===== src/hw/cpuPkg.sv =====
`default_nettype none

package cpuPkg;

    localparam int wordWidth = 32;
    localparam int regIndexWidth = 5;

    // $ra, written by jal
    localparam logic [regIndexWidth-1:0] linkRegister = 5'd31;

    localparam int dataRamWords = 64;
    localparam int dataRamIndexWidth = 6;

    typedef enum logic [2:0] {
        aluAdd = 3'd0,
        aluSub = 3'd1,
        aluAnd = 3'd2,
        aluOr  = 3'd3,
        aluSlt = 3'd4,
        aluSll = 3'd5
    } aluOpType;

endpackage

`default_nettype wire


===== src/hw/alu.sv =====
`timescale 1ns/1ps
`default_nettype none

module alu import cpuPkg::*; (
    input  aluOpType             op,
    input  logic [wordWidth-1:0] leftOperand,
    input  logic [wordWidth-1:0] rightOperand,
    output logic [wordWidth-1:0] result,
    output logic                 zero
);
    logic lessThan;

    // signed compare
    assign lessThan = $signed(leftOperand) < $signed(rightOperand);

    always_comb begin
        case (op)
            aluAdd: begin
                result = leftOperand + rightOperand;
            end
            aluSub: begin
                result = leftOperand - rightOperand;
            end
            aluAnd: begin
                result = leftOperand & rightOperand;
            end
            aluOr: begin
                result = leftOperand | rightOperand;
            end
            aluSlt: begin
                result = {{(wordWidth - 1){1'b0}}, lessThan};
            end
            // shift amount arrives on the left operand
            aluSll: begin
                result = rightOperand << leftOperand[4:0];
            end
            default: begin
                result = '0;
            end
        endcase
    end

    assign zero = (result == '0);

endmodule

`default_nettype wire


===== config.mk =====
export PLATFORM = sky130hd
export DESIGN_NAME = alu
export DESIGN_NICKNAME = d
export VERILOG_FILES = /design/src/hw/cpuPkg.sv /design/src/hw/alu.sv
export SDC_FILE = /design/constraint.sdc
export NUM_CORES = 1
export LEC_CHECK = 0
export BUFFER_PORTS_ARGS = -buffer_cell sky130_fd_sc_hd__buf_2
export CORE_MARGIN = 2
export CORE_UTILIZATION = 29
export DETAILED_ROUTE_END_ITERATION = 12
export PLACE_DENSITY_LB_ADDON = 0.12
export SLEW_MARGIN = 25
export SYNTH_ARGS = -nofsm -noshare
export SYNTH_HDL_FRONTEND = slang
export SYNTH_SLANG_ARGS = --single-unit

===== constraint.sdc =====
create_clock -name vclk -period 5.1
set_clock_uncertainty 0.05 [all_clocks]
set_input_delay 0.255 -clock vclk [all_inputs]
set_output_delay 0.255 -clock vclk [all_outputs]
set_load 0.05 [all_outputs]

==> flow_metrics.env <==
export IMPL_ctsHoldBuffers=0
export IMPL_ios=100
export IMPL_min_delay_path_depth=3
export IMPL_area_delta_synth_final_pct=20.0
export IMPL_synth_simple_area_share_pct=22.8
export IMPL_synth_top_area_share_pct=17.2
export IMPL_gp_congestion=0.962
export IMPL_yosys_top_cells_area="ha_1 (17%), mux4_2 (7.0%), a21oi_1 (5.8%)"
export IMPL_synth_adder_area_share_pct=17.7
export IMPL_relSlewSlack_pct=47.7
export IMPL_grt_max_degree=40
export IMPL_antenna_left=0
export IMPL_worstPathMaxFanout=16
export IMPL_mostFrequentLayoutCells="buf_4 (105), ha_1 (99), buf_2 (99)"
export IMPL_outcome="finished, final reports clean"
export IMPL_fillerInstances=2757
export IMPL_worstSetupPathType="input port to primary output"
export IMPL_drcViolationCount=0
export IMPL_post_cts_buffers=0
export IMPL_post_drt_wl_per_cell_um=23.3
export IMPL_drive_above_1_share_pct=23.2
export IMPL_p_per_area_nw_per_um2=132
export IMPL_first_global_vias=8476
export IMPL_totalWireLength_um=35600
export IMPL_dieArea_um2=26600
export IMPL_clock_buffers=0
export IMPL_ir_drop_mv=0.0903
export IMPL_seq_area_frac_synth_pct=0
export IMPL_regArea_um2=0
export IMPL_core_um2=25000
export IMPL_setup_viol=0
export IMPL_tightest_slew_ns=0.774
export IMPL_port_buffers=100
export IMPL_synth_xor_area_share_pct=1.43
export IMPL_period_minus_slack_ns=4.87
export IMPL_hold_viol_final=0
export IMPL_synth_mux_area_share_pct=14.0
export IMPL_antennaDiodeCount=0
export IMPL_fmax_mhz=205
export IMPL_dp_hpwl_um=29800
export IMPL_grt_overflow=0
export IMPL_design_seq_count=0
export IMPL_synthCells=1065
export IMPL_rsz0062_at_grt="false"
export IMPL_syn_nets=1235
export IMPL_fp_dieH_um=163
export IMPL_leakagePower_nw=4.06
export IMPL_grt_pass1_wl_um=52700
export IMPL_die_w_um=163
export IMPL_final_core_util_pct=35.2
export IMPL_layout_commonest_cell="buf_4"
export IMPL_holdPathEnd="result[1]"
export IMPL_synth_compound_area_share_pct=34.6
export IMPL_cp_end_kind="primary output"
export IMPL_firstDrtPassIters=6
export IMPL_drv_cap=0
export IMPL_post_route_period_util_pct=95.5
export IMPL_hold_path_class="input port to primary output"
export IMPL_grtUsageTotal_pct=25.9
export IMPL_synth_area_um2=7350
export IMPL_avgSynthCellArea_um2=6.90
export IMPL_critPathArrivalTime_ns=4.57
export IMPL_yosys_area_top_type="ha_1"
export IMPL_drtIter0Drc=848
export IMPL_start_kind="input port"
export IMPL_rows=58
export IMPL_tns_ns=0
export IMPL_synth_cell_types=86
export IMPL_cp_required_ns=4.80
export IMPL_yosysWarnings=0
export IMPL_synth_top_family_by_area="compound AO/OA/AOI/OAI gates"
export IMPL_report_final_slew_viol_count=0
export IMPL_crit_path_start="leftOperand[0]"
export IMPL_nets=1370
export IMPL_antenna_found_initial=0
export IMPL_viasPerCell=5.88
export IMPL_dr_total_vias=8989
export IMPL_start_util_pct=29.4
export IMPL_hp_start="op[2]"
-- worst max path at each step --
stage,slack [ns],to
after floorplan,-0.35,zero
after global placement,0.08,zero
after detailed placement,-0.003,zero
after CTS,0.10,zero
after global routing,0.005,zero
final,0.23,zero
-- worst max-delay path, cell delays in order --
cell,delay (ns)
buf_2,0.11
buf_4,0.16
buf_4,0.24
buf_4,0.30
mux2_2,0.39
o21ai_0,0.30
o32ai_1,0.12
nor3_1,0.26
buf_4,0.18
o2111a_1,0.22
nor3_1,0.09
a2111o_1,0.49
or4_1,0.53
or4b_1,0.53
nor4_2,0.15
buf_4,0.23
-- through the flow --
step                      setup slack (ns)  total power, mW  cells  hold slack [ns]  instance area (um^2)
after floorplan                     -0.353            0.741   1065            0.939                  7440
after CTS                            0.104             1.15   1528             1.11                  8820
final                                0.227             1.16   1528             1.14                  8820
after detailed placement          -0.00282             1.14   1528             1.11                  8810
after global placement              0.0807             1.15   1528             1.12                  8810
after global routing               0.00528             1.24   1528             1.16                  8820
-- Yosys cell counts (all sizes together), types with 15 or more instances --
master,number
nand2,91
nor3,27
o31ai,18
buf,21
ha,101
a31oi,15
a211oi,24
o211ai,34
mux4,26
a21oi,85
nand3,29
mux2i,27
nor2b,15
a21o,17
nor2,97
clkbuf,50
inv,98
o21ai,60
-- cell families (layout without fill, tap and decap cells) --
| kind of cell | after synthesis | in the layout |
|---|---|---|
| multiplexers | 67 | 67 |
| XOR/XNOR | 12 | 12 |
| buffers and inverters | 171 | 304 |
| AND/OR/NAND/NOR | 343 | 343 |
| adder cells (fa/ha/maj) | 103 | 103 |
| AO/OA/AOI/OAI | 369 | 369 |
-- timing repair --
item | 4_1_cts | 5_1_grt
pin swaps | 0 | 2
resized for setup | 1 | 4
setup endpoints to repair | 1 | 1
-- cell type report --
cell class / count / area, um^2 / share of cell area (%)
inverter: 100 / 375 / 4.26
tap: 330 / 413 / 4.68
timing repair buffer: 204 / 1280 / 14.6
multi-input combinational: 894 / 6750 / 76.5
-- per-layer routing --
layer,vias up,track usage (%),wire length (um)
li1,4265,-,-
met1,4241,36.5,16000
met2,430,42.3,16000
met3,53,2.06,2590
met4,0,6.64,1100
met5,-,0,0
-- where the power goes --
group,total [mW],switching [mW],internal [mW]
combinational,1.16,0.754,0.410
sequential,0,0,0
clock,0,0,0
total,1.16,0.754,0.410
Note: power is estimated with default switching activity, not from simulation.
