==> src/hw/cpuPkg.sv <==
`default_nettype none

package cpuPkg;

    localparam int wordWidth = 32;
    localparam int regIndexWidth = 5;

    // $ra, written by jal
    localparam logic [regIndexWidth-1:0] linkRegister = 5'd31;

    localparam int dataRamWords = 64;
    localparam int dataRamIndexWidth = 6;

    typedef enum logic [2:0] {
        aluAdd = 3'd0,
        aluSub = 3'd1,
        aluAnd = 3'd2,
        aluOr  = 3'd3,
        aluSlt = 3'd4,
        aluSll = 3'd5
    } aluOpType;

endpackage

`default_nettype wire

==> src/hw/isaPkg.sv <==
`default_nettype none

package isaPkg;

    // primary opcode field
    typedef enum logic [5:0] {
        rType = 6'h00,
        j     = 6'h02,
        jal   = 6'h03,
        beq   = 6'h04,
        bne   = 6'h05,
        addi  = 6'h08,
        lw    = 6'h23,
        sw    = 6'h2b
    } opcodeType;

    // funct field, only meaningful for rType
    typedef enum logic [5:0] {
        sll   = 6'h00,
        jr    = 6'h08,
        add   = 6'h20,
        sub   = 6'h22,
        andOp = 6'h24,
        orOp  = 6'h25,
        slt   = 6'h2a
    } functType;

    localparam int opcodeMsb = 31;
    localparam int opcodeLsb = 26;
    localparam int rsMsb = 25;
    localparam int rsLsb = 21;
    localparam int rtMsb = 20;
    localparam int rtLsb = 16;
    localparam int rdMsb = 15;
    localparam int rdLsb = 11;
    localparam int shamtMsb = 10;
    localparam int shamtLsb = 6;
    localparam int functMsb = 5;
    localparam int functLsb = 0;
    localparam int immMsb = 15;
    localparam int immLsb = 0;
    localparam int targetMsb = 25;
    localparam int targetLsb = 0;

    localparam int shamtWidth = shamtMsb - shamtLsb + 1;
    localparam int immWidth = immMsb - immLsb + 1;
    localparam int targetWidth = targetMsb - targetLsb + 1;

endpackage

`default_nettype wire

==> src/hw/ctrlIf.sv <==
`timescale 1ns/1ps
`default_nettype none

interface ctrlIf import cpuPkg::*; (
    input logic clk,
    input logic rstN
);
    logic regDst;
    logic jump;
    logic jumpAndLink;
    logic jumpRegister;
    logic branchEq;
    logic branchNe;
    logic memWrite;
    logic memToReg;
    logic aluSrcImm;
    logic aluSrcShamt;
    logic regWrite;
    aluOpType aluOp;

    // clock and reset only sample the decoder checks
    modport decoder (
        input clk, rstN,
        output regDst, jump, jumpAndLink, jumpRegister, branchEq, branchNe,
        output memWrite, memToReg, aluSrcImm, aluSrcShamt, regWrite, aluOp
    );

    modport datapath (
        input regDst, jump, jumpAndLink, jumpRegister, branchEq, branchNe,
        input memWrite, memToReg, aluSrcImm, aluSrcShamt, regWrite, aluOp
    );
endinterface

`default_nettype wire

==> src/hw/opcodeDecoder.sv <==
`timescale 1ns/1ps
`default_nettype none

module opcodeDecoder import cpuPkg::*; import isaPkg::*; (
    input  logic [wordWidth-1:0] instruction,
    ctrlIf.decoder               ctrl
);
    opcodeType opcode;
    functType funct;

    assign opcode = opcodeType'(instruction[opcodeMsb:opcodeLsb]);
    assign funct = functType'(instruction[functMsb:functLsb]);

    always_comb begin
        // defaults describe a nop
        ctrl.regDst = 1'b0;
        ctrl.jump = 1'b0;
        ctrl.jumpAndLink = 1'b0;
        ctrl.jumpRegister = 1'b0;
        ctrl.branchEq = 1'b0;
        ctrl.branchNe = 1'b0;
        ctrl.memWrite = 1'b0;
        ctrl.memToReg = 1'b0;
        ctrl.aluSrcImm = 1'b0;
        ctrl.aluSrcShamt = 1'b0;
        ctrl.regWrite = 1'b0;
        ctrl.aluOp = aluAdd;

        case (opcode)
            rType: begin
                ctrl.regDst = 1'b1;
                case (funct)
                    add: begin
                        ctrl.regWrite = 1'b1;
                        ctrl.aluOp = aluAdd;
                    end
                    sub: begin
                        ctrl.regWrite = 1'b1;
                        ctrl.aluOp = aluSub;
                    end
                    andOp: begin
                        ctrl.regWrite = 1'b1;
                        ctrl.aluOp = aluAnd;
                    end
                    orOp: begin
                        ctrl.regWrite = 1'b1;
                        ctrl.aluOp = aluOr;
                    end
                    slt: begin
                        ctrl.regWrite = 1'b1;
                        ctrl.aluOp = aluSlt;
                    end
                    sll: begin
                        ctrl.regWrite = 1'b1;
                        ctrl.aluSrcShamt = 1'b1;
                        ctrl.aluOp = aluSll;
                    end
                    jr: ctrl.jumpRegister = 1'b1;
                    default: ;
                endcase
            end
            addi: begin
                ctrl.aluSrcImm = 1'b1;
                ctrl.regWrite = 1'b1;
            end
            lw: begin
                ctrl.aluSrcImm = 1'b1;
                ctrl.memToReg = 1'b1;
                ctrl.regWrite = 1'b1;
            end
            sw: begin
                ctrl.aluSrcImm = 1'b1;
                ctrl.memWrite = 1'b1;
            end
            // equality comes from the zero flag after a subtract
            beq: begin
                ctrl.branchEq = 1'b1;
                ctrl.aluOp = aluSub;
            end
            bne: begin
                ctrl.branchNe = 1'b1;
                ctrl.aluOp = aluSub;
            end
            j: ctrl.jump = 1'b1;
            jal: begin
                ctrl.jump = 1'b1;
                ctrl.jumpAndLink = 1'b1;
                ctrl.regWrite = 1'b1;
            end
            default: ;
        endcase
    end

    // next-pc sources are mutually exclusive
    redirectExclusive: assert property (
        @(posedge ctrl.clk) disable iff (!ctrl.rstN)
        $onehot0({ctrl.jump, ctrl.jumpRegister, ctrl.branchEq, ctrl.branchNe})
    ) else $error("more than one pc redirect decoded");

endmodule

`default_nettype wire

==> src/flat_wrapper.sv <==
// flat-port wrapper written by rule: the top's interface ports become plain ports
module opcodeDecoder_flat import cpuPkg::*; import isaPkg::*;
  (instruction, clk, rstN, ctrl_regDst, ctrl_jump, ctrl_jumpAndLink, ctrl_jumpRegister, ctrl_branchEq, ctrl_branchNe, ctrl_memWrite, ctrl_memToReg, ctrl_aluSrcImm, ctrl_aluSrcShamt, ctrl_regWrite, ctrl_aluOp);
  ctrlIf ctrl_i (.clk(clk), .rstN(rstN));
  input  logic [wordWidth-1:0] instruction;
  input wire logic clk;
  input wire logic rstN;
  output wire logic [$bits(ctrl_i.regDst)-1:0] ctrl_regDst;
  output wire logic [$bits(ctrl_i.jump)-1:0] ctrl_jump;
  output wire logic [$bits(ctrl_i.jumpAndLink)-1:0] ctrl_jumpAndLink;
  output wire logic [$bits(ctrl_i.jumpRegister)-1:0] ctrl_jumpRegister;
  output wire logic [$bits(ctrl_i.branchEq)-1:0] ctrl_branchEq;
  output wire logic [$bits(ctrl_i.branchNe)-1:0] ctrl_branchNe;
  output wire logic [$bits(ctrl_i.memWrite)-1:0] ctrl_memWrite;
  output wire logic [$bits(ctrl_i.memToReg)-1:0] ctrl_memToReg;
  output wire logic [$bits(ctrl_i.aluSrcImm)-1:0] ctrl_aluSrcImm;
  output wire logic [$bits(ctrl_i.aluSrcShamt)-1:0] ctrl_aluSrcShamt;
  output wire logic [$bits(ctrl_i.regWrite)-1:0] ctrl_regWrite;
  output wire logic [$bits(ctrl_i.aluOp)-1:0] ctrl_aluOp;
  assign ctrl_regDst = ctrl_i.regDst;
  assign ctrl_jump = ctrl_i.jump;
  assign ctrl_jumpAndLink = ctrl_i.jumpAndLink;
  assign ctrl_jumpRegister = ctrl_i.jumpRegister;
  assign ctrl_branchEq = ctrl_i.branchEq;
  assign ctrl_branchNe = ctrl_i.branchNe;
  assign ctrl_memWrite = ctrl_i.memWrite;
  assign ctrl_memToReg = ctrl_i.memToReg;
  assign ctrl_aluSrcImm = ctrl_i.aluSrcImm;
  assign ctrl_aluSrcShamt = ctrl_i.aluSrcShamt;
  assign ctrl_regWrite = ctrl_i.regWrite;
  assign ctrl_aluOp = ctrl_i.aluOp;
  opcodeDecoder u_core (.instruction(instruction), .ctrl(ctrl_i));
endmodule
==> config.mk <==
export PLATFORM = sky130hd
export DESIGN_NAME = opcodeDecoder_flat
export DESIGN_NICKNAME = d
export VERILOG_FILES = /design/src/hw/cpuPkg.sv /design/src/hw/isaPkg.sv /design/src/hw/ctrlIf.sv /design/src/hw/opcodeDecoder.sv /design/src/flat_wrapper.sv
export SDC_FILE = /design/constraint.sdc
export NUM_CORES = 1
export LEC_CHECK = 0
export BUFFER_PORTS_ARGS = -buffer_cell sky130_fd_sc_hd__buf_2
export CAP_MARGIN = 20
export CORE_AREA = 2 2 39 41
export DETAILED_ROUTE_END_ITERATION = 16
export DIE_AREA = 0 0 41 43
export GPL_TIMING_DRIVEN = 0
export SYNTH_ARGS = -nofsm -noshare
export SYNTH_HDL_FRONTEND = slang
export SYNTH_SLANG_ARGS = --single-unit
export TNS_END_PERCENT = 1
==> constraint.sdc <==
create_clock -name vclk -period 1.7
set_input_delay 0.17 -clock vclk [all_inputs]
set_output_delay 0.17 -clock vclk [all_outputs]
set_load 0.01 [all_outputs]
==> results.yml <==
drt:
  vias_per_cell: 4.91
  vias: 383
  dr.pass1.iters: 1
  drc_errors: 0
  routed_wl_um: 791
  ant_nets: 0
  drt_iter0_drc: 0
  routedWlPerCell_um: 10.1
flow_run:
  max_cap_viol_count: 0
synth:
  syn_inst: 38
  synth_cell_types: 26
  syn_avg_cell_area_sq_um: 7.18
  syn-num-nets: 72
  ys_seq_area_frac: 0
  netlist_area_sq_um: 273
  yosysWarnings: 0
critical_path:
  crit_type: "in2out"
  cpMostUsedCell: "buf_2"
  crit_chain: "buf_2 > nor4_4 > nand3_2 > nor4b_2 > buf_2"
  slowest_delay_ns: 0.34
  startpoint_type: "primary input"
  cp_max_fo: 6
  crit_path_top_delay_cell: "nor4_4"
  crit_required_ns: 1.53
  cp_top_family: "simple AND/OR/NAND/NOR gates"
  path_buf_inv: 2
  endpoint_kind: "primary output"
  crit_arrival_ns: 1.20
cells_and_area:
  diodes: 0
  seq_cells: 0
  register_area_sq_um: 0
  clkbuf_count: 0
  fill_cells: 162
  syn_to_final_growth_pct: 51.4
  final_nets: 98
  multi_input_area_sq_um: 260
  drive_gt1_frac: 0.532
clock_tree:
  cts_resized: 0
  ctsHoldBuffers: 0
  cts_setup_buffers: 0
global_route:
  grt_pass1_vias: 277
  global_route.usage.met2: 0.131
  grt_usage: 0.0869
  grt_pass1_wl_um: 1170
  antenna_found_initial: 0
  use_met1: 0.136
  grt_util_met3: 0.0105
  grt_max_degree: 10
  busiest_layer: "met1"
  overflow: 0
power:
  power_density_nw_per_um2: 147
  total_power_mw: 0.0606
  p_leak_nw: 0.193
  vdd_drop_max_mv: 0.0669
min_path:
  min_path_type: "in2out"
die:
  rows: 14
  dieHeight_um: 43
  io_pins: 48
  core_area_sq_um: 1380
  initial_utilization: 0.197
  dieArea_sq_um: 1760
  die_w_um: 41
placed_design:
  io_buffers: 24
  place_hpwl_um: 656
  gp_congestion: 0.724
timing:
  fin_crit_ns: 1.37
  finalMaxSlewViolations: 0
  hold_slack_ns: 0.664
  tightest_slew_ns: 0.319
  slew_headroom: 0.784
  fin_crit_sh: 0.805
  fmax_mhz: 731
  hold_viol_final: 0
  rsz0062_at_grt: "false"
  finalSetupViolCount: 0
  setup_tns_ns: 0
status:
  status: "complete, no violations"
routing by layer:
metal  up-vias  routed length [um]
met3         0                 103
met5         -                   0
met1       159                 383
met2        22                 304
li1        202                   -
met4         0                   0
stage by stage:
step | instance area (sq um) | cells | util | setup slack (ns)
after floorplan | 273 | 38 | - | 0.495
after global placement | 413 | 78 | 0.298 | 0.316
after detailed placement | 413 | 78 | 0.298 | 0.322
after CTS | 413 | 78 | 0.298 | 0.309
after global routing | 413 | 78 | 0.298 | 0.220
final | 413 | 78 | 0.298 | 0.332
where the power goes:
group          switching [mW]  leakage (nW)  internal, mW
Clock                       0             0             0
Combinational          0.0360         0.193        0.0246
Sequential                  0             0             0
Total                  0.0360         0.193        0.0246
final cells by class:
class	count	share of cell area
multi-input cells	35	0.630
well taps	16	0.0485
repair buffers	24	0.291
inverters	1	0.00909
plain buffers	2	0.0212
cells in the final DEF, fill, tap and decap left out, drive strengths merged, types with 2 or more instances in the layout:
master,synthesis,layout
a21oi,2,2
and3b,2,2
buf,0,24
clkbuf,2,2
nand2,2,2
nand3,3,3
nor2,3,3
nor3,5,5
nor4,5,5
nor4b,2,2
worst paths after layout:
path,from,endpoint,depth (start not counted)
max,instruction[27],ctrl_jumpRegister,5
min,instruction[3],ctrl_aluSrcShamt,3
cell usage after synthesis (2+ instances only):
cell	number	share of area
nor4_1	4	0.092
nor3_1	4	0.073
and3b_2	2	0.073
nor2_1	3	0.041
nand3_1	2	0.037
a21oi_1	2	0.037
nand2_1	2	0.028
cells by family (layout without fill, tap and decap cells):
group                  Yosys count  after routing  synth area share
buffers and inverters            3             27            0.0458
AO/OA/AOI/OAI                    5              5             0.124
AND/OR/NAND/NOR                 30             30             0.830
tightest hold or removal path: cells and delay by family:
family	cells	cell delay (ns)
buffers and inverters	2	0.27
and+or+nand+nor	1	0.06
No activity file was read; power rests on OpenSTA's default activity.
